`src/csr_issue_pkg.sv`:
```
`default_nettype none

package csr_issue_pkg;

    localparam int xlen = 64;
    localparam int rob_width = 7; // six index bits and the wrap bit.
    localparam int csrop_width = 4;
    localparam int csr_id_width = 12;
    localparam int preg_width = 7;
    localparam int vaddr_width = 39;
    localparam int asid_width = 16;

    typedef struct packed {
        logic wrap;
        logic [rob_width-2:0] idx;
    } rob_idx_t;

    // the top bit of the operation code marks the fence kinds.
    localparam logic [csrop_width-1:0] op_csrrw = 4'h1;
    localparam logic [csrop_width-1:0] op_csrrs = 4'h2;
    localparam logic [csrop_width-1:0] op_csrrc = 4'h3;
    localparam logic [csrop_width-1:0] op_fence = 4'h8;
    localparam logic [csrop_width-1:0] op_fencei = 4'h9;
    localparam logic [csrop_width-1:0] op_sfence = 4'ha;

    localparam logic [csr_id_width-1:0] csr_mstatus = 12'h300;
    localparam logic [csr_id_width-1:0] csr_sstatus = 12'h100;
    localparam logic [csr_id_width-1:0] csr_satp = 12'h180;
    localparam logic [csr_id_width-1:0] csr_fcsr = 12'h003;
    localparam logic [csr_id_width-1:0] csr_pmp_base = 12'h3a0;
    localparam logic [csr_id_width-1:0] csr_pmp_limit = 12'h3f0; // first id past the pmp range.

    typedef struct packed {
        logic we;
        logic [preg_width-1:0] rd;
        rob_idx_t rob_idx;
        logic [csrop_width-1:0] csrop;
        logic [csr_id_width-1:0] csr_id;
        logic [xlen-1:0] src1;
        logic [xlen-1:0] src2;
        logic [31:0] inst;
    } csr_dis_t;

    typedef struct packed {
        logic we;
        logic [preg_width-1:0] rd;
        rob_idx_t rob_idx;
        logic [csrop_width-1:0] csrop;
        logic [csr_id_width-1:0] csr_id;
        logic [xlen-1:0] src1;
        logic [xlen-1:0] src2;
        logic [31:0] inst;
    } csr_issue_t;

    typedef struct packed {
        logic sfence_vma;
        logic fence;
        logic fencei;
        logic csr_only;
    } fence_kind_t;

    typedef struct packed {
        logic valid;
        logic store_flush;
        logic inst_flush;
        logic mmu_flush;
        logic mmu_flush_all;
        logic [vaddr_width-1:0] vma_vaddr;
        logic [asid_width-1:0] vma_asid;
        logic fence_end;
        rob_idx_t rob_idx;
    } fence_ctrl_t;

    typedef struct packed {
        logic store_flush_end;
        logic mmu_flush_end;
        logic inst_flush_end;
    } fence_ack_t;

endpackage

`default_nettype wire
```
`src/csr_entry_store.sv`:
```
`timescale 1ns/1ps
`default_nettype none

module csr_entry_store #(
    parameter int queue_depth = 8,
    localparam int qw = $clog2(queue_depth)
) (
    input wire logic clk,
    input wire logic wr_en,
    input wire logic [qw-1:0] wr_idx,
    input wire csr_issue_pkg::csr_dis_t wr_data,
    input wire logic [qw-1:0] rd_idx,
    input wire logic age_idx_all,
    output csr_issue_pkg::csr_dis_t rd_data,
    output csr_issue_pkg::rob_idx_t [queue_depth-1:0] rob_idx_vec
);

    csr_issue_pkg::csr_dis_t mem [queue_depth];

    always_ff @(posedge clk) begin
        if (wr_en) begin
            mem[wr_idx] <= wr_data;
        end
    end

    assign rd_data = mem[rd_idx];

    // the slot indices only matter during a redirect, so the age comparators idle otherwise.
    always_comb begin
        for (int i = 0; i < queue_depth; i++) begin
            rob_idx_vec[i] = age_idx_all ? mem[i].rob_idx : '0;
        end
    end

endmodule

`default_nettype wire

```
`config.mk`:
```
export PLATFORM = sky130hd
export DESIGN_NAME = csr_entry_store
export DESIGN_NICKNAME = d
export VERILOG_FILES = /design/src/csr_issue_pkg.sv /design/src/csr_entry_store.sv
export SDC_FILE = /design/constraint.sdc
export NUM_CORES = 1
export LEC_CHECK = 0
export ABC_AREA = 1
export BUFFER_PORTS_ARGS = -buffer_cell sky130_fd_sc_hd__buf_2
export CORE_ASPECT_RATIO = 0.5
export CORE_MARGIN = 2
export CORE_UTILIZATION = 45
export DETAILED_ROUTE_END_ITERATION = 7
export HOLD_SLACK_MARGIN = 0.15
export PLACE_DENSITY = 0.62
export SKIP_LAST_GASP = 1
export SLEW_MARGIN = 20
export SYNTH_ARGS = -nofsm -noshare
export SYNTH_HDL_FRONTEND = slang
export SYNTH_SLANG_ARGS = --single-unit
export TNS_END_PERCENT = 100
```
`constraint.sdc`:
```
create_clock -name clk -period 9.4 [get_ports clk]
set_input_delay 1.41 -clock clk [delete_from_list [all_inputs] [get_ports clk]]
set_output_delay 1.41 -clock clk [all_outputs]
set_load 0.02 [all_outputs]
```
==> impl_metrics.py <==
metrics = {
    "power": {
        "p_per_area_nw_per_um2": 198,
        "p_leak_nw": 35.3,
        "ir_drop_v": 0.000156,
    },
    "cells_and_area": {
        "final_common_cell": "nand2_1",
        "seqCellArea_um2": 45900,
        "final_cells": 9199,
        "multi_input_area_um2": 13500,
        "nFillCells": 13200,
        "largest_reg_flops": 1528,
        "mostFrequentLayoutCells": "nand2_1, inv_1, edfxtp_1, nand3_1, buf_2",
        "largestRegisters": "mem (1528)",
        "areaGrowthSynthToFinish_pct": 12.1,
        "top_register": "mem",
        "nets": 7282,
        "finalInstanceArea_um2": 75400,
        "drive_gt1_share_pct": 9.80,
    },
    "timing": {
        "finalHoldViolCount": 0,
        "grt_setup_unrepaired": "no",
        "report.final.slew_viol_count": 0,
        "tns_ns": 0,
        "setup_violations": 0,
        "hold_ws_ns": 0.903,
        "tightest_slew_ns": 1.14,
        "max_slew_margin_pct": 23.8,
        "min_period_over_period_pct": 61.7,
        "max_freq_mhz": 172,
        "min_period_ns": 5.80,
    },
    "clock_network": {
        "cts.sinks": 1528,
        "cts_root_buf": "clkbuf_16",
        "path_clk_slew_ns": 0.06,
        "cts_inserted_buffers": 148,
        "cts_setup_buffers": 0,
        "htree_levels": 4,
        "cts_tree": "yes",
        "post_cts_resized": 0,
        "clock_path_buffers": 4,
        "cts_hold_buf": 0,
    },
    "setup_path": {
        "critPathCaptureType": "output port",
        "slowest_stage": "buf_4",
        "max_stage_delay_ns": 0.87,
        "path_class": "in -> out",
        "critPathRequiredTime_ns": 7.99,
        "worstPathCellList": "buf_8 > buf_4 > buf_4 > nand2_1 > nand3_1 > nand2_1 > nand2_1 > nand2_1 > buf_2",
        "worstPathArrival_ns": 4.39,
        "critical_path_buf_inv_count": 4,
        "cp-start-kind": "input port",
        "crit_family": "buffers and inverters",
        "cp_max_fo": 95,
        "cpMostUsedCell": "nand2_1",
    },
    "yosys": {
        "ys_warn_count": 0,
        "syn-num-nets": 6937,
        "syn_inst": 6737,
        "ys_types": 12,
        "syn-cell-area_um2": 67300,
        "syn_area_per_cell_um2": 9.99,
        "synth-seq-area-share_pct": 68.2,
        "synth_seq_cells": 1528,
    },
    "placement": {
        "place_inst": 8921,
        "place_area_um2": 70600,
        "gp_congestion": 0.763,
        "hpwl_um": 79000,
        "io_buffers": 446,
    },
    "global_routing": {
        "grt_overflow": 0,
        "grt_pass1_wl_um": 240000,
        "grt_max_degree": 281,
        "antenna_found_initial": 35,
        "grt_pass1_vias": 41300,
        "grt_usage_pct": 20.4,
    },
    "route": {
        "dr.first_iter.drc_count": 3236,
        "wl_per_cell_um": 17.1,
        "routed_wl_um": 157000,
        "first_pass_iters": 5,
        "ant_nets": 0,
        "drc": 0,
        "viasPerCell": 4.71,
        "vias": 43300,
    },
    "floorplanning": {
        "rows": 100,
        "die_h_um": 277,
        "start_util_pct": 45.3,
        "ios": 447,
        "die_area_um2": 153000,
        "design.core.area_um2": 149000,
        "die_w_um": 551,
    },
    "run": {
        "max_cap_violations": 0,
    },
    "outcome": {
        "run_status": "complete, no violations",
    },
    "min_path": {
        "hp-class": "in -> reg",
    },
}
synth_stat cells (all sizes together):
cell	instances	area, um^2
nand3	764	3820
nor2	8	30.0
buf	259	1840
inv	1590	5970
nand2	2545	9550
clkbuf	43	161
edfxtp	1528	45900
power breakdown:
part / leakage [nW] / switching (mW) / internal [mW]
Clock: 2.30 / 2.53 / 3.44
Combinational: 19.1 / 0.852 / 0.316
Sequential: 13.9 / 0.0463 / 7.73
Total: 35.3 / 3.42 / 11.5
worst paths after layout:
kind                    from           to  slack, ns  depth (start not counted)
setup / recovery   rd_idx[0]  rd_data[95]       3.60                          9
hold / removal    wr_data[0]    mem[6][0]       0.90                          1
layer usage:
layer | up-vias | share of wire, % | routed length [um] | global-route usage (%)
met3 | 258 | 4.1 | 6470 | 2.94
met1 | 20700 | 43 | 67200 | 25.7
met2 | 832 | 50 | 79400 | 36.4
met5 | - | 0.029 | 46 | 0
li1 | 21500 | - | - | -
met4 | 8 | 2.7 | 4320 | 6.00
kinds of logic after synthesis:
family,share of synthesized area (%)
buffers and inverters,11.9
AND/OR/NAND/NOR,19.9
flip-flops,68.2
layout make-up:
type	instances	share of cell area (%)
Sequential cell	1528	60.9
Multi-Input combinational cell	3317	17.9
Inverter	1590	7.97
Clock buffer	177	5.20
Timing Repair Buffer	497	3.68
Tap cell	1989	3.30
Clock inverter	78	1.06
Antenna cell	23	0.0763
metrics by stage:
stage	util (%)	total power, mW	setup WS, ns
6_report	50.7	14.9	3.60
5_1_grt	50.7	15.4	3.36
4_1_cts	50.7	15.0	3.62
3_5_place_dp	47.5	9.11	3.62
3_3_place_gp	47.5	9.09	3.64
2_1_floorplan	-	8.71	-0.820
Power figures use the tool's default switching activity.
