**config.mk**
```make
export PLATFORM = sky130hd
export DESIGN_NAME = fence_sequencer
export DESIGN_NICKNAME = d
export VERILOG_FILES = /design/src/csr_issue_pkg.sv /design/src/fence_sequencer.sv
export SDC_FILE = /design/constraint.sdc
export NUM_CORES = 1
export LEC_CHECK = 0
export BUFFER_PORTS_ARGS = -buffer_cell sky130_fd_sc_hd__buf_2
export CAP_MARGIN = 20
export CORE_AREA = 5 5 102 104
export CTS_CLUSTER_SIZE = 8
export DETAILED_ROUTE_END_ITERATION = 7
export DIE_AREA = 0 0 107 109
export GPL_ROUTABILITY_DRIVEN = 0
export GPL_TIMING_DRIVEN = 0
export PLACE_DENSITY = 0.67
export SLEW_MARGIN = 20
export SYNTH_ARGS = -nofsm -noshare
export SYNTH_HDL_FRONTEND = slang
export SYNTH_SLANG_ARGS = --single-unit
```
**constraint.sdc**
```tcl
create_clock -name clk -period 1 [get_ports clk]
set_input_delay 0.15 -clock clk [delete_from_list [all_inputs] [get_ports clk]]
set_output_delay 0.15 -clock clk [all_outputs]
set_load 0.02 [all_outputs]
```
**src/csr_issue_pkg.sv**
```systemverilog
`default_nettype none

package csr_issue_pkg;

    localparam int xlen = 64;
    localparam int rob_width = 7; // six index bits and the wrap bit.
    localparam int csrop_width = 4;
    localparam int csr_id_width = 12;
    localparam int preg_width = 7;
    localparam int vaddr_width = 39;
    localparam int asid_width = 16;

    typedef struct packed {
        logic wrap;
        logic [rob_width-2:0] idx;
    } rob_idx_t;

    // the top bit of the operation code marks the fence kinds.
    localparam logic [csrop_width-1:0] op_csrrw = 4'h1;
    localparam logic [csrop_width-1:0] op_csrrs = 4'h2;
    localparam logic [csrop_width-1:0] op_csrrc = 4'h3;
    localparam logic [csrop_width-1:0] op_fence = 4'h8;
    localparam logic [csrop_width-1:0] op_fencei = 4'h9;
    localparam logic [csrop_width-1:0] op_sfence = 4'ha;

    localparam logic [csr_id_width-1:0] csr_mstatus = 12'h300;
    localparam logic [csr_id_width-1:0] csr_sstatus = 12'h100;
    localparam logic [csr_id_width-1:0] csr_satp = 12'h180;
    localparam logic [csr_id_width-1:0] csr_fcsr = 12'h003;
    localparam logic [csr_id_width-1:0] csr_pmp_base = 12'h3a0;
    localparam logic [csr_id_width-1:0] csr_pmp_limit = 12'h3f0; // first id past the pmp range.

    typedef struct packed {
        logic we;
        logic [preg_width-1:0] rd;
        rob_idx_t rob_idx;
        logic [csrop_width-1:0] csrop;
        logic [csr_id_width-1:0] csr_id;
        logic [xlen-1:0] src1;
        logic [xlen-1:0] src2;
        logic [31:0] inst;
    } csr_dis_t;

    typedef struct packed {
        logic we;
        logic [preg_width-1:0] rd;
        rob_idx_t rob_idx;
        logic [csrop_width-1:0] csrop;
        logic [csr_id_width-1:0] csr_id;
        logic [xlen-1:0] src1;
        logic [xlen-1:0] src2;
        logic [31:0] inst;
    } csr_issue_t;

    typedef struct packed {
        logic sfence_vma;
        logic fence;
        logic fencei;
        logic csr_only;
    } fence_kind_t;

    typedef struct packed {
        logic valid;
        logic store_flush;
        logic inst_flush;
        logic mmu_flush;
        logic mmu_flush_all;
        logic [vaddr_width-1:0] vma_vaddr;
        logic [asid_width-1:0] vma_asid;
        logic fence_end;
        rob_idx_t rob_idx;
    } fence_ctrl_t;

    typedef struct packed {
        logic store_flush_end;
        logic mmu_flush_end;
        logic inst_flush_end;
    } fence_ack_t;

endpackage

`default_nettype wire
```
**src/fence_sequencer.sv**
```systemverilog
`timescale 1ns/1ps
`default_nettype none

module fence_sequencer (
    input wire logic clk,
    input wire logic rst,
    input wire logic issue_fire,
    input wire csr_issue_pkg::csr_dis_t issue_entry,
    input wire logic commit_fence,
    input wire csr_issue_pkg::rob_idx_t commit_rob_idx,
    input wire csr_issue_pkg::fence_ack_t fence_ack,
    output csr_issue_pkg::fence_ctrl_t fence_ctrl,
    output logic fence_busy
);

    typedef enum logic [1:0] {fs_idle, fs_store, fs_mmu, fs_inst} fence_state_t;

    fence_state_t state;
    csr_issue_pkg::fence_kind_t kind;
    logic valid;
    logic store_flush;
    logic inst_flush;
    logic mmu_flush;
    logic fence_end;
    logic [csr_issue_pkg::vaddr_width-1:0] vma_vaddr;
    logic [csr_issue_pkg::asid_width-1:0] vma_asid;
    csr_issue_pkg::rob_idx_t fence_rob_idx;

    always_ff @(posedge clk) begin
        if (issue_fire) begin
            kind.sfence_vma <= issue_entry.csrop == csr_issue_pkg::op_sfence;
            kind.fence <= issue_entry.csrop == csr_issue_pkg::op_fence;
            kind.fencei <= issue_entry.csrop == csr_issue_pkg::op_fencei;
            kind.csr_only <= !issue_entry.csrop[csr_issue_pkg::csrop_width-1];
            if (issue_entry.csrop == csr_issue_pkg::op_sfence) begin
                vma_vaddr <= issue_entry.src1[csr_issue_pkg::vaddr_width-1:0];
                vma_asid <= issue_entry.src2[csr_issue_pkg::asid_width-1:0];
            end
        end
        if (commit_fence) begin
            fence_rob_idx <= commit_rob_idx;
        end
    end

    always_ff @(posedge clk or posedge rst) begin
        if (rst) begin
            state <= fs_idle;
            valid <= 1'b0;
            store_flush <= 1'b0;
            inst_flush <= 1'b0;
            mmu_flush <= 1'b0;
            fence_end <= 1'b0;
        end else begin
            mmu_flush <= 1'b0;
            fence_end <= 1'b0;
            if (fence_end) begin
                valid <= 1'b0;
            end
            case (state)
                fs_idle: begin
                    if (commit_fence) begin
                        valid <= 1'b1;
                        if (kind.csr_only) begin
                            fence_end <= 1'b1; // a plain csr op only needs the pipeline drained.
                        end else begin
                            store_flush <= 1'b1;
                            state <= fs_store;
                        end
                    end
                end
                fs_store: begin
                    if (fence_ack.store_flush_end) begin
                        store_flush <= 1'b0;
                        if (kind.sfence_vma) begin
                            mmu_flush <= 1'b1;
                            state <= fs_mmu;
                        end else if (kind.fencei) begin
                            inst_flush <= 1'b1;
                            state <= fs_inst;
                        end else begin
                            fence_end <= 1'b1;
                            state <= fs_idle;
                        end
                    end
                end
                fs_mmu: begin
                    if (fence_ack.mmu_flush_end) begin
                        fence_end <= 1'b1;
                        state <= fs_idle;
                    end
                end
                default: begin
                    if (fence_ack.inst_flush_end) begin
                        inst_flush <= 1'b0;
                        fence_end <= 1'b1;
                        state <= fs_idle;
                    end
                end
            endcase
        end
    end

    assign fence_busy = valid;

    // a zero address on sfence.vma flushes every translation.
    assign fence_ctrl = '{
        valid: valid,
        store_flush: store_flush,
        inst_flush: inst_flush,
        mmu_flush: mmu_flush,
        mmu_flush_all: vma_vaddr == '0,
        vma_vaddr: vma_vaddr,
        vma_asid: vma_asid,
        fence_end: fence_end,
        rob_idx: fence_rob_idx
    };

    // issue is blocked while valid is high, so commit cannot present a second fence.
    assert property (@(posedge clk) disable iff (rst) commit_fence |-> !valid)
        else $error("commit_fence arrived while a fence sequence was running.");

endmodule

`default_nettype wire

```
==> parameters.txt <==
Parameter                              Value

Floorplanning
  Chip height ... 109 um
  Starting utilization of the core area ... 25.9%
  Total number of placement rows ... 36
  Die outline width ... 107 um
  Io pins ... 274
  Std-Cell Core Area ... 9460 um2
  Die area ... 11700 um2

Critical path
  Worst setup path class ... flip-flop to output pin
  Top Family by Delay on Critical Path ... simple AND/OR/NAND/NOR gates
  Biggest cell delay along the critical path ... 0.41 ns
  Data arrival time at the worst-slack endpoint ... 1.65 ns
  Number of cells traversed by the worst register-to-register path ... 3
  Startpoint of the lowest-slack register-to-register path ... state[1]
  Setup slack of the most critical reg-to-reg path ... -0.05 ns
  Capturing element of the worst setup path ... fence_ctrl[63]
  Worst reg2reg path endpoint ... state[0]
  Maximum fanout count along the critical path ... 2
  Crit path buf inv count ... 1
  Crit path launch ... vma_vaddr[14]
  Slowest CP cell ... sky130_fd_sc_hd__edfxtp_1
  Data required time of the worst path ... 0.85 ns
  Element type at the critical path start ... flip-flop
  Crit path depth ... 4
  CP Capture Type ... output pin
  Worst-path cell chain ... nor4_1 -> nand2_1 -> nor3_4 -> buf_6

Placed design
  Worst setup slack before clock tree synthesis ... -0.713 ns
  Total half-perimeter wirelength after legalization and detailed placement ... 4790 um
  Port buffer count ... 141

Route
  Routed wire length ... 8070 um
  Count of TritonRoute iterations in the first routing pass ... 4
  DRC marker count from the first detailed-route iteration ... 62
  Average wire per standard cell ... 17.2 um
  Post-DR vias/cell ... 4.29
  Residual DRC count ... 0
  DRT antenna net count ... 0
  Total via count in the routed design ... 2009

STA
  Setup total negative slack ... -5.17 ns
  RSZ-0062 raised after global routing ... yes
  Max-slew violation count ... 0
  Normalized max-slew margin ... 78.1%
  Actual transition at the worst max-transition pin ... 0.324 ns
  Min Tclk post-route ... 1.80 ns
  Final setup margin ... -0.804 ns
  Skew final ... 0.00376 ns
  Post-route clock period utilization ... 180%
  Count of endpoints failing hold in the final timing report ... 0
  Maximum clock frequency ... 554 MHz
  Number of setup violations in the final report ... 69

Layout
  Ant. Diodes ... 0
  Final Util ... 50.0%
  Fraction of final layout cells sized beyond drive strength 1 ... 54.5%
  Layout Nets ... 554
  Area grow syn2layout ... 93.2%
  Number of fillers in the final layout ... 793

Yosys
  Number of synthesized flops with an enable pin ... 65
  Synth Register Bits ... 72
  Top-count cell post-synth ... sky130_fd_sc_hd__edfxtp_1
  Commonest cells in the netlist ... 65 x sky130_fd_sc_hd__edfxtp_1, 8 x sky130_fd_sc_hd__nor4_1, 7 x sky130_fd_sc_hd__dfrtp_1
  Sequential share of the synthesized area ... 87.0%
  Syn nets ... 328
  Top cells by area, synth ... sky130_fd_sc_hd__edfxtp_1 80%, sky130_fd_sc_hd__dfrtp_1 7.2%, sky130_fd_sc_hd__nor4_1 2.0%
  Fraction of registers with async set or reset after synthesis ... 9.72%
  Most used flip-flop cell after synthesis ... sky130_fd_sc_hd__edfxtp_1
  Netlist area before placement ... 2450 um2
  Post-synth top area cell ... sky130_fd_sc_hd__edfxtp_1
  Syn Inst Count ... 123
  Per-instance average area after synthesis ... 19.9 um2
  Number of distinct library cells after synthesis ... 27
  Total of warnings raised by yosys ... 0
  Proportion of netlist area held by the largest area contributor ... 79.8%

Clock network
  Sinks on Clock Net ... 72
  Clock-pin slew on the worst setup and hold paths ... 0.08 ns
  Total clock buffers created by CTS ... 9
  Buffer type at the clock tree root ... sky130_fd_sc_hd__clkbuf_8
  # H-tree levels ... 3
  Later-pin clock latency in the skew report ... 0.34 ns
  Maximum buffer depth of the clock tree ... 2
  Clock tree from TritonCTS ... yes

Power
  Peak supply drop ... 0.000663 V
  Total leakage power ... 1.93 nW
  Power per cell area ... 1620 nW/um2

Global route
  Vias in the first global route ... 2298
  All-Layer GR Usage ... 13.7%
  First-pass GRT wire length ... 11800 um
  Remaining Overflow, GRT ... 0
  Number of antenna violations at the first check in global routing ... 0
  Pin count of the biggest net entering global routing ... 15

Run status
  Outcome ... complete, but fails checks
  Violations in the final reports ... negative setup slack

Run
  Number of max-cap violations ... 0

Hold path
  Path category of the worst min-delay check ... input pin to flip-flop
-- sequential cells by signal (all words and copies together) (netlist names) --
signal	count
vma_asid	16
vma_vaddr	39
inst_flush	1
mmu_flush	1
fence_end	1
state	2
kind	3
fence_ctrl	7
store_flush	1
fence_busy	1
-- placed cells by master, fill, tap and decap left out, drive strengths merged --
cell / count
a221oi: 1
clkinvlp: 3
nor3: 3
o21ai: 1
nor2: 3
dfrtp: 7
a21o: 1
a31oi: 2
clkinv: 1
dlygate4sd3: 63
nand2: 6
o31ai: 1
nor2b: 2
nand3: 1
inv: 5
nand4: 2
nand2b: 2
buf: 152
bufinv: 2
clkbuf: 10
edfxtp: 65
o22ai: 2
o211ai: 1
and2: 6
nor4: 9
a2bb2oi: 1
nor4b: 2
-- cell type report --
| class | count | area (um2) | area share [%] |
|---|---|---|---|
| plain buffers | 2 | 18.8 | 0.397 |
| clock buffers | 9 | 124 | 2.62 |
| clock inverters | 7 | 95.1 | 2.01 |
| inverters | 4 | 27.5 | 0.582 |
| multi-input cells | 46 | 419 | 8.87 |
| flip-flops and latches | 72 | 2130 | 45.0 |
| well taps | 114 | 143 | 3.02 |
| repair buffers | 214 | 1770 | 37.5 |
-- cell families after synthesis --
| group | count (synthesis) | synth area share (%) |
|---|---|---|
| flops | 72 | 87.0 |
| simple gates | 31 | 7.83 |
| buf+inv | 10 | 2.35 |
| compound gates | 10 | 2.86 |
-- per-stage QoR --
stage	power [mW]	hold WS (ns)	area, um2	cells
6_report	7.66	0.0701	4730	468
5_1_grt	8.02	0.0477	4730	468
4_1_cts	7.59	0.0455	4490	462
3_5_place_dp	4.63	0.0920	3320	378
3_3_place_gp	4.59	0.106	3320	378
2_1_floorplan	4.24	-0.0466	2480	123
-- power by group --
part | internal (mW) | switching [mW]
Combinational | 0.865 | 0.628
Clock | 1.40 | 1.12
Sequential | 3.48 | 0.162
-- how the worst min path moves through the flow --
stage,start,end,cells past startpoint
finish,issue_entry[175],kind[0],2
global route,issue_entry[175],kind[0],2
CTS,issue_entry[175],kind[0],2
detailed placement,rst,store_flush,2
global placement,rst,store_flush,2
floorplan,rst,fence_busy,1
-- layer usage --
metal	global-route usage, %	share of wire (%)	vias up	wire length, um
li1	-	-	942	-
met1	14.1	37	945	2950
met2	25.0	53	100	4310
met3	3.49	6.2	22	502
met4	8.77	3.7	0	300
met5	0	0	-	0
-- timing repair --
item	CTS	global route
gates cloned	5	0
resized for setup	82	57
pin swaps	10	5
endpoints found under the hold margin	69	0
endpoints found under the setup margin	126	104
hold buffers	63	0
setup buffers	4	6
Power figures use the tool's default switching activity.
