`src/csr_issue_pkg.sv`:
```
`default_nettype none

package csr_issue_pkg;

    localparam int xlen = 64;
    localparam int rob_width = 7; // six index bits and the wrap bit.
    localparam int csrop_width = 4;
    localparam int csr_id_width = 12;
    localparam int preg_width = 7;
    localparam int vaddr_width = 39;
    localparam int asid_width = 16;

    typedef struct packed {
        logic wrap;
        logic [rob_width-2:0] idx;
    } rob_idx_t;

    // the top bit of the operation code marks the fence kinds.
    localparam logic [csrop_width-1:0] op_csrrw = 4'h1;
    localparam logic [csrop_width-1:0] op_csrrs = 4'h2;
    localparam logic [csrop_width-1:0] op_csrrc = 4'h3;
    localparam logic [csrop_width-1:0] op_fence = 4'h8;
    localparam logic [csrop_width-1:0] op_fencei = 4'h9;
    localparam logic [csrop_width-1:0] op_sfence = 4'ha;

    localparam logic [csr_id_width-1:0] csr_mstatus = 12'h300;
    localparam logic [csr_id_width-1:0] csr_sstatus = 12'h100;
    localparam logic [csr_id_width-1:0] csr_satp = 12'h180;
    localparam logic [csr_id_width-1:0] csr_fcsr = 12'h003;
    localparam logic [csr_id_width-1:0] csr_pmp_base = 12'h3a0;
    localparam logic [csr_id_width-1:0] csr_pmp_limit = 12'h3f0; // first id past the pmp range.

    typedef struct packed {
        logic we;
        logic [preg_width-1:0] rd;
        rob_idx_t rob_idx;
        logic [csrop_width-1:0] csrop;
        logic [csr_id_width-1:0] csr_id;
        logic [xlen-1:0] src1;
        logic [xlen-1:0] src2;
        logic [31:0] inst;
    } csr_dis_t;

    typedef struct packed {
        logic we;
        logic [preg_width-1:0] rd;
        rob_idx_t rob_idx;
        logic [csrop_width-1:0] csrop;
        logic [csr_id_width-1:0] csr_id;
        logic [xlen-1:0] src1;
        logic [xlen-1:0] src2;
        logic [31:0] inst;
    } csr_issue_t;

    typedef struct packed {
        logic sfence_vma;
        logic fence;
        logic fencei;
        logic csr_only;
    } fence_kind_t;

    typedef struct packed {
        logic valid;
        logic store_flush;
        logic inst_flush;
        logic mmu_flush;
        logic mmu_flush_all;
        logic [vaddr_width-1:0] vma_vaddr;
        logic [asid_width-1:0] vma_asid;
        logic fence_end;
        rob_idx_t rob_idx;
    } fence_ctrl_t;

    typedef struct packed {
        logic store_flush_end;
        logic mmu_flush_end;
        logic inst_flush_end;
    } fence_ack_t;

endpackage

`default_nettype wire
```
`src/csr_issue_ctrl.sv`:
```
`timescale 1ns/1ps
`default_nettype none

module csr_issue_ctrl #(
    parameter int queue_depth = 8,
    localparam int qw = $clog2(queue_depth)
) (
    input wire logic clk,
    input wire logic rst,
    input wire logic dis_en,
    input wire csr_issue_pkg::rob_idx_t commit_rob_idx,
    input wire logic redirect,
    input wire csr_issue_pkg::csr_dis_t head_entry,
    input wire logic squash_any,
    input wire logic squash_all,
    input wire logic [qw-1:0] restart_idx,
    input wire logic restart_wrap,
    input wire logic fence_busy,
    input wire logic exec_ready,
    output logic full,
    output logic wr_en,
    output logic [qw-1:0] wr_idx,
    output logic [qw-1:0] head_idx,
    output logic head_wrap,
    output logic [qw-1:0] tail_idx,
    output logic tail_wrap,
    output logic writing,
    output logic issue_fire,
    output logic issue_valid,
    output csr_issue_pkg::csr_issue_t issue_data,
    output logic fence_req,
    output logic [31:0] trap_inst
);

    localparam logic [qw-1:0] last_slot = qw'(queue_depth - 1);

    typedef enum logic {st_idle, st_writing} state_t;

    state_t state;
    csr_issue_pkg::rob_idx_t write_rob_idx;
    logic empty;
    logic head_move;

    // csrrs and csrrc with a zero source are not told apart from real writes.
    function automatic logic needs_fence(input csr_issue_pkg::csr_dis_t e);
        logic pmp;
        pmp = e.csr_id >= csr_issue_pkg::csr_pmp_base && e.csr_id < csr_issue_pkg::csr_pmp_limit;
        return e.csrop[csr_issue_pkg::csrop_width-1] ||
               e.csr_id == csr_issue_pkg::csr_mstatus ||
               e.csr_id == csr_issue_pkg::csr_sstatus ||
               e.csr_id == csr_issue_pkg::csr_satp ||
               e.csr_id == csr_issue_pkg::csr_fcsr || pmp;
    endfunction

    assign empty = head_idx == tail_idx && head_wrap == tail_wrap;
    assign full = head_idx == tail_idx && head_wrap != tail_wrap;
    assign wr_en = dis_en && !full && !redirect;
    assign wr_idx = tail_idx;
    assign writing = state == st_writing; // the issued head is shielded from a squash.

    // only the head may issue, and only once it is the oldest instruction in flight.
    assign issue_fire = !empty && state == st_idle && head_entry.rob_idx == commit_rob_idx &&
                        !redirect && !fence_busy && exec_ready;
    assign head_move = state == st_writing && commit_rob_idx != write_rob_idx;

    always_ff @(posedge clk or posedge rst) begin
        if (rst) begin
            state <= st_idle;
            write_rob_idx <= '0;
            head_idx <= '0;
            head_wrap <= 1'b0;
            issue_valid <= 1'b0;
            fence_req <= 1'b0;
        end else begin
            issue_valid <= issue_fire;
            if (issue_fire) begin
                state <= st_writing;
                write_rob_idx <= head_entry.rob_idx;
                fence_req <= needs_fence(head_entry);
            end else if (head_move) begin
                state <= st_idle; // commit has moved past the issued entry.
                fence_req <= 1'b0;
                head_idx <= head_idx == last_slot ? '0 : head_idx + 1'b1;
                if (head_idx == last_slot) begin
                    head_wrap <= !head_wrap;
                end
            end
        end
    end

    always_ff @(posedge clk) begin
        if (issue_fire) begin
            issue_data <= csr_issue_pkg::csr_issue_t'(head_entry);
            trap_inst <= head_entry.inst;
        end
    end

    always_ff @(posedge clk or posedge rst) begin
        if (rst) begin
            tail_idx <= '0;
            tail_wrap <= 1'b0;
        end else if (redirect) begin
            if (squash_all) begin
                tail_idx <= head_idx;
                tail_wrap <= head_wrap;
            end else if (squash_any) begin
                tail_idx <= restart_idx;
                tail_wrap <= restart_wrap;
            end
        end else if (wr_en) begin
            tail_idx <= tail_idx == last_slot ? '0 : tail_idx + 1'b1;
            if (tail_idx == last_slot) begin
                tail_wrap <= !tail_wrap;
            end
        end
    end

    // an issue holds the head until commit moves on, so issues never come back to back.
    assert property (@(posedge clk) disable iff (rst) issue_valid |=> !issue_valid)
        else $error("issue_valid pulsed on two consecutive cycles.");

    assert property (@(posedge clk) disable iff (rst)
        head_wrap != tail_wrap |-> tail_idx <= head_idx)
        else $error("tail pointer passed the head pointer.");

endmodule

`default_nettype wire

```
`config.mk`:
```
export PLATFORM = sky130hd
export DESIGN_NAME = csr_issue_ctrl
export DESIGN_NICKNAME = d
export VERILOG_FILES = /design/src/csr_issue_pkg.sv /design/src/csr_issue_ctrl.sv
export SDC_FILE = /design/constraint.sdc
export NUM_CORES = 1
export LEC_CHECK = 0
export ABC_CLOCK_PERIOD_IN_PS = 28800
export BUFFER_PORTS_ARGS = -buffer_cell sky130_fd_sc_hd__buf_2
export CAP_MARGIN = 10
export CORE_AREA = 4 4 171 173
export DETAILED_ROUTE_END_ITERATION = 8
export DIE_AREA = 0 0 175 177
export GPL_TIMING_DRIVEN = 0
export SLEW_MARGIN = 20
export SYNTH_ARGS = -nofsm -noshare
export SYNTH_HDL_FRONTEND = slang
export SYNTH_SLANG_ARGS = --single-unit
```
`constraint.sdc`:
```
create_clock -name clk -period 28.8 [get_ports clk]
set_input_delay 5.76 -clock clk [delete_from_list [all_inputs] [get_ports clk]]
set_output_delay 5.76 -clock clk [all_outputs]
set_load 0.1 [all_outputs]
```
==> results of run 1 <==
[through the flow]
step	power [uW]	instance area, um^2
floorplan	381.7	7141
global placement	402.6	9856
detailed placement	403.5	10060
CTS	724.0	10880
global route	740.9	10880
finish	710.7	10880
[cell type report]
class	count	area share, %
timing repair buffer	471	22.47
buffer	37	2.484
sequential	209	56.86
tap	378	4.347
clock inverter	14	1.610
inverter	2	0.06901
clock buffer	29	5.888
multi-input combinational	83	6.268
[path summary, 6_finish.rpt]
check | slack (ns) | start | to | cells past startpoint
worst max-delay path | 15.19 | redirect | issue_fire | 7
worst min-delay path | 0.53 | write_rob_idx[0] | write_rob_idx[0] | 1
worst max register to register | 25.41 | writing | issue_data[135] | 12
worst min register to register | 0.53 | write_rob_idx[0] | write_rob_idx[0] | 1
max in group asynchronous | 22.94 | rst | tail_idx[2] | 2
min in group asynchronous | 5.38 | rst | head_idx[0] | 2
[sequential cells by signal (all words and copies together), names as in the netlist]
register and flops:
writing 1, issue_valid 1, tail_idx 3, fence_req 1, issue_data 159, head_idx 3, write_rob_idx 7, tail_wrap 1
head_wrap 1, trap_inst 32
[cell usage in the layout (no fill, tap or decap), types with 2 or more instances in the layout]
cell and count:
buf_4 50, buf_6 8, clkbuf_16 25, nor4b_2 2
mux2_2 12, mux2i_1 3, nand3_1 2, buf_2 448
ha_1 4, a21oi_1 6, clkbuf_1 6, nand2_1 2
clkinvlp_4 3, xnor2_1 15, o21ai_0 4, edfxtp_1 191
nor2_1 8, clkinv_1 5, xor2_1 4, inv_1 2
nand4_1 3, dfrtp_1 18, bufinv_16 4, nor3b_1 3
a311oi_1 2
[worst max-delay path, stage by stage]
cell,delay [ns]
buf_2,0.12
nor4b_2,0.28
nand4_1,0.22
nor3_2,0.53
buf_4,0.28
buf_4,0.21
buf_2,0.45
[cell families after synthesis]
logic type | count (synthesis)
buffers and inverters | 39
muxes | 15
adders and majority gates | 4
DFF | 209
xor gates and xnor gates | 19
AOI/OAI and AO/OA | 17
and+or+nand+nor | 28
[metal layers]
metal | vias up | global-route usage [%] | part of all wire, % | routed length (um)
met5 | - | 0 | 0.094 | 21
met4 | 4 | 2.291 | 1.1 | 246
met3 | 27 | 4.486 | 9.2 | 2066
met2 | 247 | 24.17 | 52 | 11630
met1 | 2357 | 15.97 | 38 | 8467
li1 | 2232 | - | - | -
[where the power goes]
part | leakage, uW | internal, uW | switching [uW]
Clock | 0.000386 | 194 | 120
Combinational | 0.00234 | 19.7 | 40.4
Sequential | 0.00196 | 334 | 3.12
==> run summary, run 1 <==
Seq cells post-synth: 209
top cells by area, synth: edfxtp_1, dfrtp_1, buf_4
Max-cap violations: 0
fillcell total: 2676
Root Driver: clkbuf_16
Hold WC Path Type: reg -> reg
Cell Pwr Density: 65.33 nW/um^2
clk_skew: 0.009722 ns
Avg Inst Size Synth: 21.57 um^2
Setup WS post-layout: 15.19 ns
part of the Yosys area used for sequential elements: 86.63%
CTS Buffer Depth: 3
Fin. Hold Viols: 0
CTS sink cnt: 209
Ys Warns: 0
CTS Buf Count: 24
Reg area: 6186 um^2
vias in the first global route: 5014
setup violators final: 0
Vias: 4867
largest family of logic cells by synthesized area: buffers and inverters
H-tree Lvls: 1
status: finished clean
area taken by multi-input logic gates: 681.9 um^2
row cnt: 61
post-CTS setup buffers: 0
fmax: 73.48 MHz
multiplexer share of the synthesized area: 2.313%
CORE AREA: 27630 um^2
top_reg_cell synth: edfxtp_1
share of the synthesized area in the top cell type: 80.32%
largest net degree at the start of global routing: 19
die area: 30980 um^2
Mapped Area: 7141 um^2
nets@finish: 1042
Post-synth EDFFs: 191
Detailed Place HPWL: 18.18 mm
Peak VDD IR: 0.07440 mV
post-synth net total: 545
fin util: 39.38%
clock-pin slew on the worst setup and hold paths: 0.06 ns
Compound-Gate Fraction of Synth Area: 1.454%
xor and xnor fraction of the mapped netlist area: 2.330%
Yosys cell types: 31
CTS tree: yes
fin cells: 1223
die height: 177 um
dpl cells: 1180
layout cells sized above 1: 66.04%
Starting DRT DRC Count: 231
Synth Area in Simple Gates: 2.681%
detailed-route wire length per cell: 18.34 um
DRC Markers: 0
n_diodes: 0
drt first pass iters: 4
Setup CP Type: in -> out
CP required: 23.04 ns
first-pass GRT wire length: 31.60 mm
WHS: 0.5345 ns
cell taking the most area after synthesis: edfxtp_1
initial antenna violation count: 3
post-cts repair resize count: 0
crit path DAT: 7.85 ns
top-count cell post-synth: edfxtp_1
CP Max Fanout: 10
Antenna Violating Nets Remaining: 0
Die Span X: 175 um
Async SR Flop Fraction: 8.612%
LEAKAGE: 0.004685 uW
Ports: 450
Post-Synth Adder-Cell Area: 0.7009%
Crit. End Element: primary output
fin. max-slew vios: 0
Area Growth Syn to Fin: 52.36%
Post-synth top cells: edfxtp_1, buf_4, dfrtp_1, xnor2_1, mux2_2
Initial Util: 25.84%
Startpoint Class: primary input
IO buf count: 448
vias per cell: 3.980
cts hold-fix bufs: 0
Rel. slew slack: 49.14%
remaining global-route overflow: 0
Final min period: 13.61 ns
clk_lat worst skew: 0.50 ns
Place WS: 15.15 ns
Setup TNS: 0 ns
total wire length: 22.43 mm
Mapped Cells: 331
RSZ-0062 raised after global routing: false
GRT Util Overall: 13.45%
worst slew pin tran: 0.7621 ns
crit share post-route: 47.25%
placer congestion estimate: 0.7745
No activity file was read; power rests on OpenSTA's default activity.
==> run 2: changes to the inputs <==
--- a/config.mk
+++ b/config.mk
@@ -5,7 +5,7 @@
 export SDC_FILE = /design/constraint.sdc
 export NUM_CORES = 1
 export LEC_CHECK = 0
-export ABC_CLOCK_PERIOD_IN_PS = 28800
+export ABC_CLOCK_PERIOD_IN_PS = 14200
 export BUFFER_PORTS_ARGS = -buffer_cell sky130_fd_sc_hd__buf_2
 export CAP_MARGIN = 10
 export CORE_AREA = 4 4 171 173
==> constraint.sdc (replaced) <==
create_clock -name clk -period 14.2 [get_ports clk]
set_input_delay 2.84 -clock clk [delete_from_list [all_inputs] [get_ports clk]]
set_output_delay 2.84 -clock clk [all_outputs]
set_load 0.1 [all_outputs]
==> run 2 against run 1 <==
Against the previous run: worst setup slack lost 8.6 ns; hold slack got worse by 0.0095 ns; clock skew up 0.0060 ns; total power up 100%; sequential share of layout area grew 0.065 points; global-route usage fell by 0.35 points; highest routed layer is now met4.
==> run summary, run 2 (synthesized netlist as in run 1, its figures left out) <==
fmax: 132.1 MHz
CP Max Fanout: 13
Detailed Place HPWL: 17.88 mm
WHS: 0.5250 ns
clock-pin slew on the worst setup and hold paths: 0.05 ns
Cell Chain, Critical Path: buf_2 > nor4b_2 > nand4_1 > nor3_4 > buf_2
CTS tree: yes
Cell Pwr Density: 131.2 nW/um^2
commonest non-fill, non-tap cell in the layout: buf_2
CORE AREA: 27630 um^2
CP required: 11.36 ns
Fin. Hold Viols: 0
biggest regs: issue_data: 159 flops, trap_inst: 32 flops, write_rob_idx: 7 flops
largest net degree at the start of global routing: 19
Largest register FFs: 159
Int Pwr: 1098 uW
Placed Area: 10070 um^2
nets@finish: 1033
crit path buf inv count: 2
clk_skew: 0.01569 ns
LEAKAGE: 0.004657 uW
most used cell, CP: buf_2
Ports: 450
Final min period: 7.569 ns
Setup CP Type: in -> out
Area Growth Syn to Fin: 52.18%
vias in the first global route: 4873
slowest CP cell: nor3_4
Startpoint Class: primary input
Die Span X: 175 um
most frequent cells in the layout: buf_2, edfxtp_1, buf_4
setup violators final: 0
combinational share of power: 8.6%
post-CTS setup buffers: 0
area taken by multi-input logic gates: 688.2 um^2
Top reg by flops: issue_data
Initial Util: 25.84%
layout cells sized above 1: 65.83%
crit share post-route: 53.31%
Reg area: 6186 um^2
CP top delay family: simple AND/OR/NAND/NOR gates
Peak VDD IR: 0.1278 mV
first-pass GRT wire length: 30.53 mm
RSZ-0062 raised after global routing: false
total power draw: 1426 uW
CTS Buffer Depth: 3
Antenna Violating Nets Remaining: 0
total wire length: 22.08 mm
DRC Markers: 0
Reg power frac: 47.9%
worst slew pin tran: 0.7323 ns
remaining global-route overflow: 0
row cnt: 61
crit path DAT: 4.73 ns
placer congestion estimate: 0.7417
fillcell total: 2655
die height: 177 um
Rel. slew slack: 51.12%
H-tree Lvls: 1
Starting DRT DRC Count: 221
CTS sink cnt: 209
post-cts repair resize count: 0
Hold WC Path Type: reg -> reg
IO buf count: 448
Setup TNS: 0 ns
initial antenna violation count: 1
status: finished clean
die area: 30980 um^2
fin. max-slew vios: 0
detailed-route wire length per cell: 18.20 um
clk_lat worst skew: 0.52 ns
Max-cap violations: 0
drt first pass iters: 4
Vias: 4796
Sw Pwr: 328.0 uW
Root Driver: clkbuf_16
vias per cell: 3.954
final instance area: 10870 um^2
Crit. End Element: primary output
CTS Buf Count: 24
Sw Ratio: 23.01%
clock share of power: 43.5%
CP peak stage delay: 0.67 ns
GRT Util Overall: 13.10%
cts hold-fix bufs: 0
run 2: through the flow:
step	instances	setup WS, ns	util (%)
after floorplan	331	2.831	-
after global placement	1157	0.2005	35.71
after detailed placement	1171	6.599	36.46
after CTS	1212	6.618	39.32
after global routing	1213	6.571	39.33
final	1213	6.631	39.33
run 2: layout make-up:
cell class,count,share of cell area (%)
sequential,209,56.93
timing repair buffer,462,22.53
multi-input combinational,83,6.333
clock buffer,28,5.665
tap,378,4.352
buffer,37,2.487
clock inverter,13,1.612
inverter,2,0.06908
antenna,1,0.02303
run 2: power by group through the flow:
stage	Combinational (uW)	Sequential (uW)	Clock (uW)
detailed placement	123	696	0
CTS	123	683	645
global placement	120	696	0
finish	122	683	621
floorplan	50.3	724	0
global route	130	683	673
run 2: worst register-to-register path: cells and delay by family, from the launching register on:
kind | cells | cell delay [ns]
buf+inv | 4 | 0.81
flops | 1 | 0.44
simple gates | 3 | 1.23
run 2: path summary, 6_finish.rpt:
path                       slack [ns]               end              from  depth (start not counted)
hold reg to reg                  0.52  write_rob_idx[5]  write_rob_idx[5]                          1
setup reg to reg                11.44   issue_data[105]           writing                          7
hold / removal                   0.52  write_rob_idx[5]  write_rob_idx[5]                          1
max in group asynchronous       11.28  write_rob_idx[4]               rst                          2
setup / recovery                 6.63        issue_fire          redirect                          5
min in group asynchronous        2.46       head_idx[2]               rst                          2
run 2: per-layer routing:
metal	GRT usage (%)	part of all wire, %	up-vias
met4	3.175	2.1	0
met3	4.230	8.8	32
met1	15.58	38	2303
met2	23.15	51	243
met5	0	0	-
li1	-	-	2218
==> run 3: changes to the inputs <==
--- a/config.mk
+++ b/config.mk
@@ -5,12 +5,13 @@
 export SDC_FILE = /design/constraint.sdc
 export NUM_CORES = 1
 export LEC_CHECK = 0
-export ABC_CLOCK_PERIOD_IN_PS = 14200
+export ABC_AREA = 1
+export ABC_CLOCK_PERIOD_IN_PS = 7400
 export BUFFER_PORTS_ARGS = -buffer_cell sky130_fd_sc_hd__buf_2
 export CAP_MARGIN = 10
-export CORE_AREA = 4 4 171 173
+export CORE_AREA = 4 4 175 177
 export DETAILED_ROUTE_END_ITERATION = 8
-export DIE_AREA = 0 0 175 177
+export DIE_AREA = 0 0 179 181
 export GPL_TIMING_DRIVEN = 0
 export SLEW_MARGIN = 20
 export SYNTH_ARGS = -nofsm -noshare
==> constraint.sdc (replaced) <==
create_clock -name clk -period 7.4 [get_ports clk]
set_input_delay 1.48 -clock clk [delete_from_list [all_inputs] [get_ports clk]]
set_output_delay 1.48 -clock clk [all_outputs]
set_load 0.1 [all_outputs]
==> run 3 against run 2 <==
Against the previous run: global-route usage fell by 0.14 points; area after synthesis rose by 1.8%; register-to-register slack got worse by 6.3 ns; sequential power rose by 92%.
==> run summary, run 3 <==
status: finished clean
Max-cap violations: 0
Post-synth top cells: edfxtp_1, nand2_1, buf_4, inv_1, dfrtp_1
LEAKAGE: 0.004799 uW
slowest CP cell: buf_2
Rel. slew slack: 50.63%
Async SR Flop Fraction: 8.612%
Root Driver: clkbuf_16
Post-synth EDFFs: 191
Die Span X: 179 um
crit path DAT: 3.25 ns
fillcell total: 2884
post-synth net total: 628
vias per cell: 3.926
Compound-Gate Fraction of Synth Area: 1.721%
nets@finish: 1104
fin cells: 1299
Int Pwr: 2037 uW
CTS Buffer Depth: 3
detailed-route wire length per cell: 17.58 um
Fin. Hold Viols: 0
DRC Markers: 0
top cells by area, synth: edfxtp_1, dfrtp_1, buf_4
Top reg by flops: issue_data
Synth Area in Simple Gates: 5.663%
fmax: 211.2 MHz
CTS sink cnt: 209
vias in the first global route: 5052
Sw Ratio: 24.05%
clock-pin slew on the worst setup and hold paths: 0.05 ns
GRT Util Overall: 12.96%
multiplexer share of the synthesized area: 0.1377%
share of the synthesized area in the top cell type: 78.90%
Sw Pwr: 645.0 uW
row cnt: 63
setup violators final: 0
placer congestion estimate: 0.7810
IO buf count: 448
worst slew pin tran: 0.7397 ns
Cell Chain, Critical Path: buf_2 > inv_2 > nand2_1 > nor2_1 > nand2_1 > nor2_2 > nand3_2 > inv_8 > buf_2
biggest regs: issue_data: 159 flops, trap_inst: 32 flops, write_rob_idx: 7 flops
clock share of power: 42.8%
Final min period: 4.734 ns
post-cts repair resize count: 0
final instance area: 10830 um^2
Largest register FFs: 159
die area: 32400 um^2
Seq cells post-synth: 209
Setup TNS: 0 ns
RSZ-0062 raised after global routing: false
Yosys cell types: 24
dpl cells: 1254
cell taking the most area after synthesis: edfxtp_1
first-pass GRT wire length: 31.62 mm
xor and xnor fraction of the mapped netlist area: 1.325%
CP top delay family: buffers and inverters
Area Growth Syn to Fin: 48.93%
Starting DRT DRC Count: 201
CTS tree: yes
part of the Yosys area used for sequential elements: 85.09%
Placed Area: 10060 um^2
combinational share of power: 8.4%
die height: 181 um
Initial Util: 24.86%
crit share post-route: 63.97%
Place WS: 2.627 ns
initial antenna violation count: 5
drt first pass iters: 4
post-CTS setup buffers: 0
Setup CP Type: in -> out
Ys Warns: 0
fin. max-slew vios: 0
Vias: 5100
Post-Synth Adder-Cell Area: 0.6885%
CORE AREA: 29240 um^2
CP Max Fanout: 74
Hold WC Path Type: reg -> reg
Peak VDD IR: 0.1579 mV
clk_skew: 0.02476 ns
H-tree Lvls: 1
clk_lat worst skew: 0.53 ns
CP peak stage delay: 0.53 ns
CTS Buf Count: 24
largest net degree at the start of global routing: 75
Mapped Cells: 414
cts hold-fix bufs: 0
most frequent cells in the layout: buf_2, edfxtp_1, nand2_1
Ports: 450
commonest non-fill, non-tap cell in the layout: buf_2
Crit. End Element: primary output
Detailed Place HPWL: 17.88 mm
Reg power frac: 48.8%
Avg Inst Size Synth: 17.56 um^2
layout cells sized above 1: 58.26%
Setup WS post-layout: 2.666 ns
Startpoint Class: primary input
Mapped Area: 7269 um^2
WHS: 0.5051 ns
Antenna Violating Nets Remaining: 0
crit path buf inv count: 4
remaining global-route overflow: 0
largest family of logic cells by synthesized area: simple AND/OR/NAND/NOR gates
Cell Pwr Density: 247.7 nW/um^2
top_reg_cell synth: edfxtp_1
total wire length: 22.84 mm
CP required: 5.92 ns
top-count cell post-synth: edfxtp_1
[run 3: through the flow]
step,total power (uW),util (%)
finish,2682,37.02
global route,2796,37.01
CTS,2740,37.01
detailed placement,1560,34.41
global placement,1557,34.19
floorplan,1475,-
[run 3: tightest hold or removal path, cell delays in order, from the launching register on]
cell and delay, ns:
dfrtp_1 0.36, nand2_1 0.07, o21ai_2 0.05
[run 3: cell families after synthesis]
group                      Yosys count
AOI/OAI and AO/OA                   22
xor gates and xnor gates            11
adders and majority gates            4
buffers and inverters               67
DFF                                209
muxes                                1
and+or+nand+nor                    100
[run 3: area by class of cell]
type                       count  area, um^2  share of cell area [%]
antenna                        1       2.502                 0.02311
buffer                        37       277.8                   2.566
clock buffer                  29       619.3                   5.721
clock inverter                15       142.6                   1.317
inverter                      30       120.1                   1.109
multi-input combinational    138       693.2                   6.402
sequential                   209        6186                   57.14
tap                          390       488.0                   4.507
timing repair buffer         450        2297                   21.22
[run 3: path summary, 6_finish.rpt]
kind                       slack (ns)                to  depth (start not counted)        startpoint
max                              2.67        issue_fire                          9          redirect
min                              0.51  write_rob_idx[6]                          2  write_rob_idx[6]
max reg2reg                      5.12   issue_data[134]                          8           writing
min reg2reg                      0.51  write_rob_idx[6]                          2  write_rob_idx[6]
max in group asynchronous        5.83  write_rob_idx[2]                          2               rst
min in group asynchronous        1.09       tail_idx[1]                          2               rst
[run 3: routing by layer]
layer	global-route usage, %	wire (um)	part of all wire (%)
met1	14.70	8354	37
met2	23.01	11510	50
met3	4.415	2256	9.9
met4	3.684	658	2.9
met5	0	55	0.24
[run 3: power groups by stage]
stage | Clock (uW) | Sequential, uW | Combinational [uW]
final | 1150 | 1310 | 226
after global routing | 1240 | 1310 | 244
after CTS | 1200 | 1310 | 228
after detailed placement | 0 | 1330 | 227
after global placement | 0 | 1330 | 224
after floorplan | 0 | 1380 | 93.2
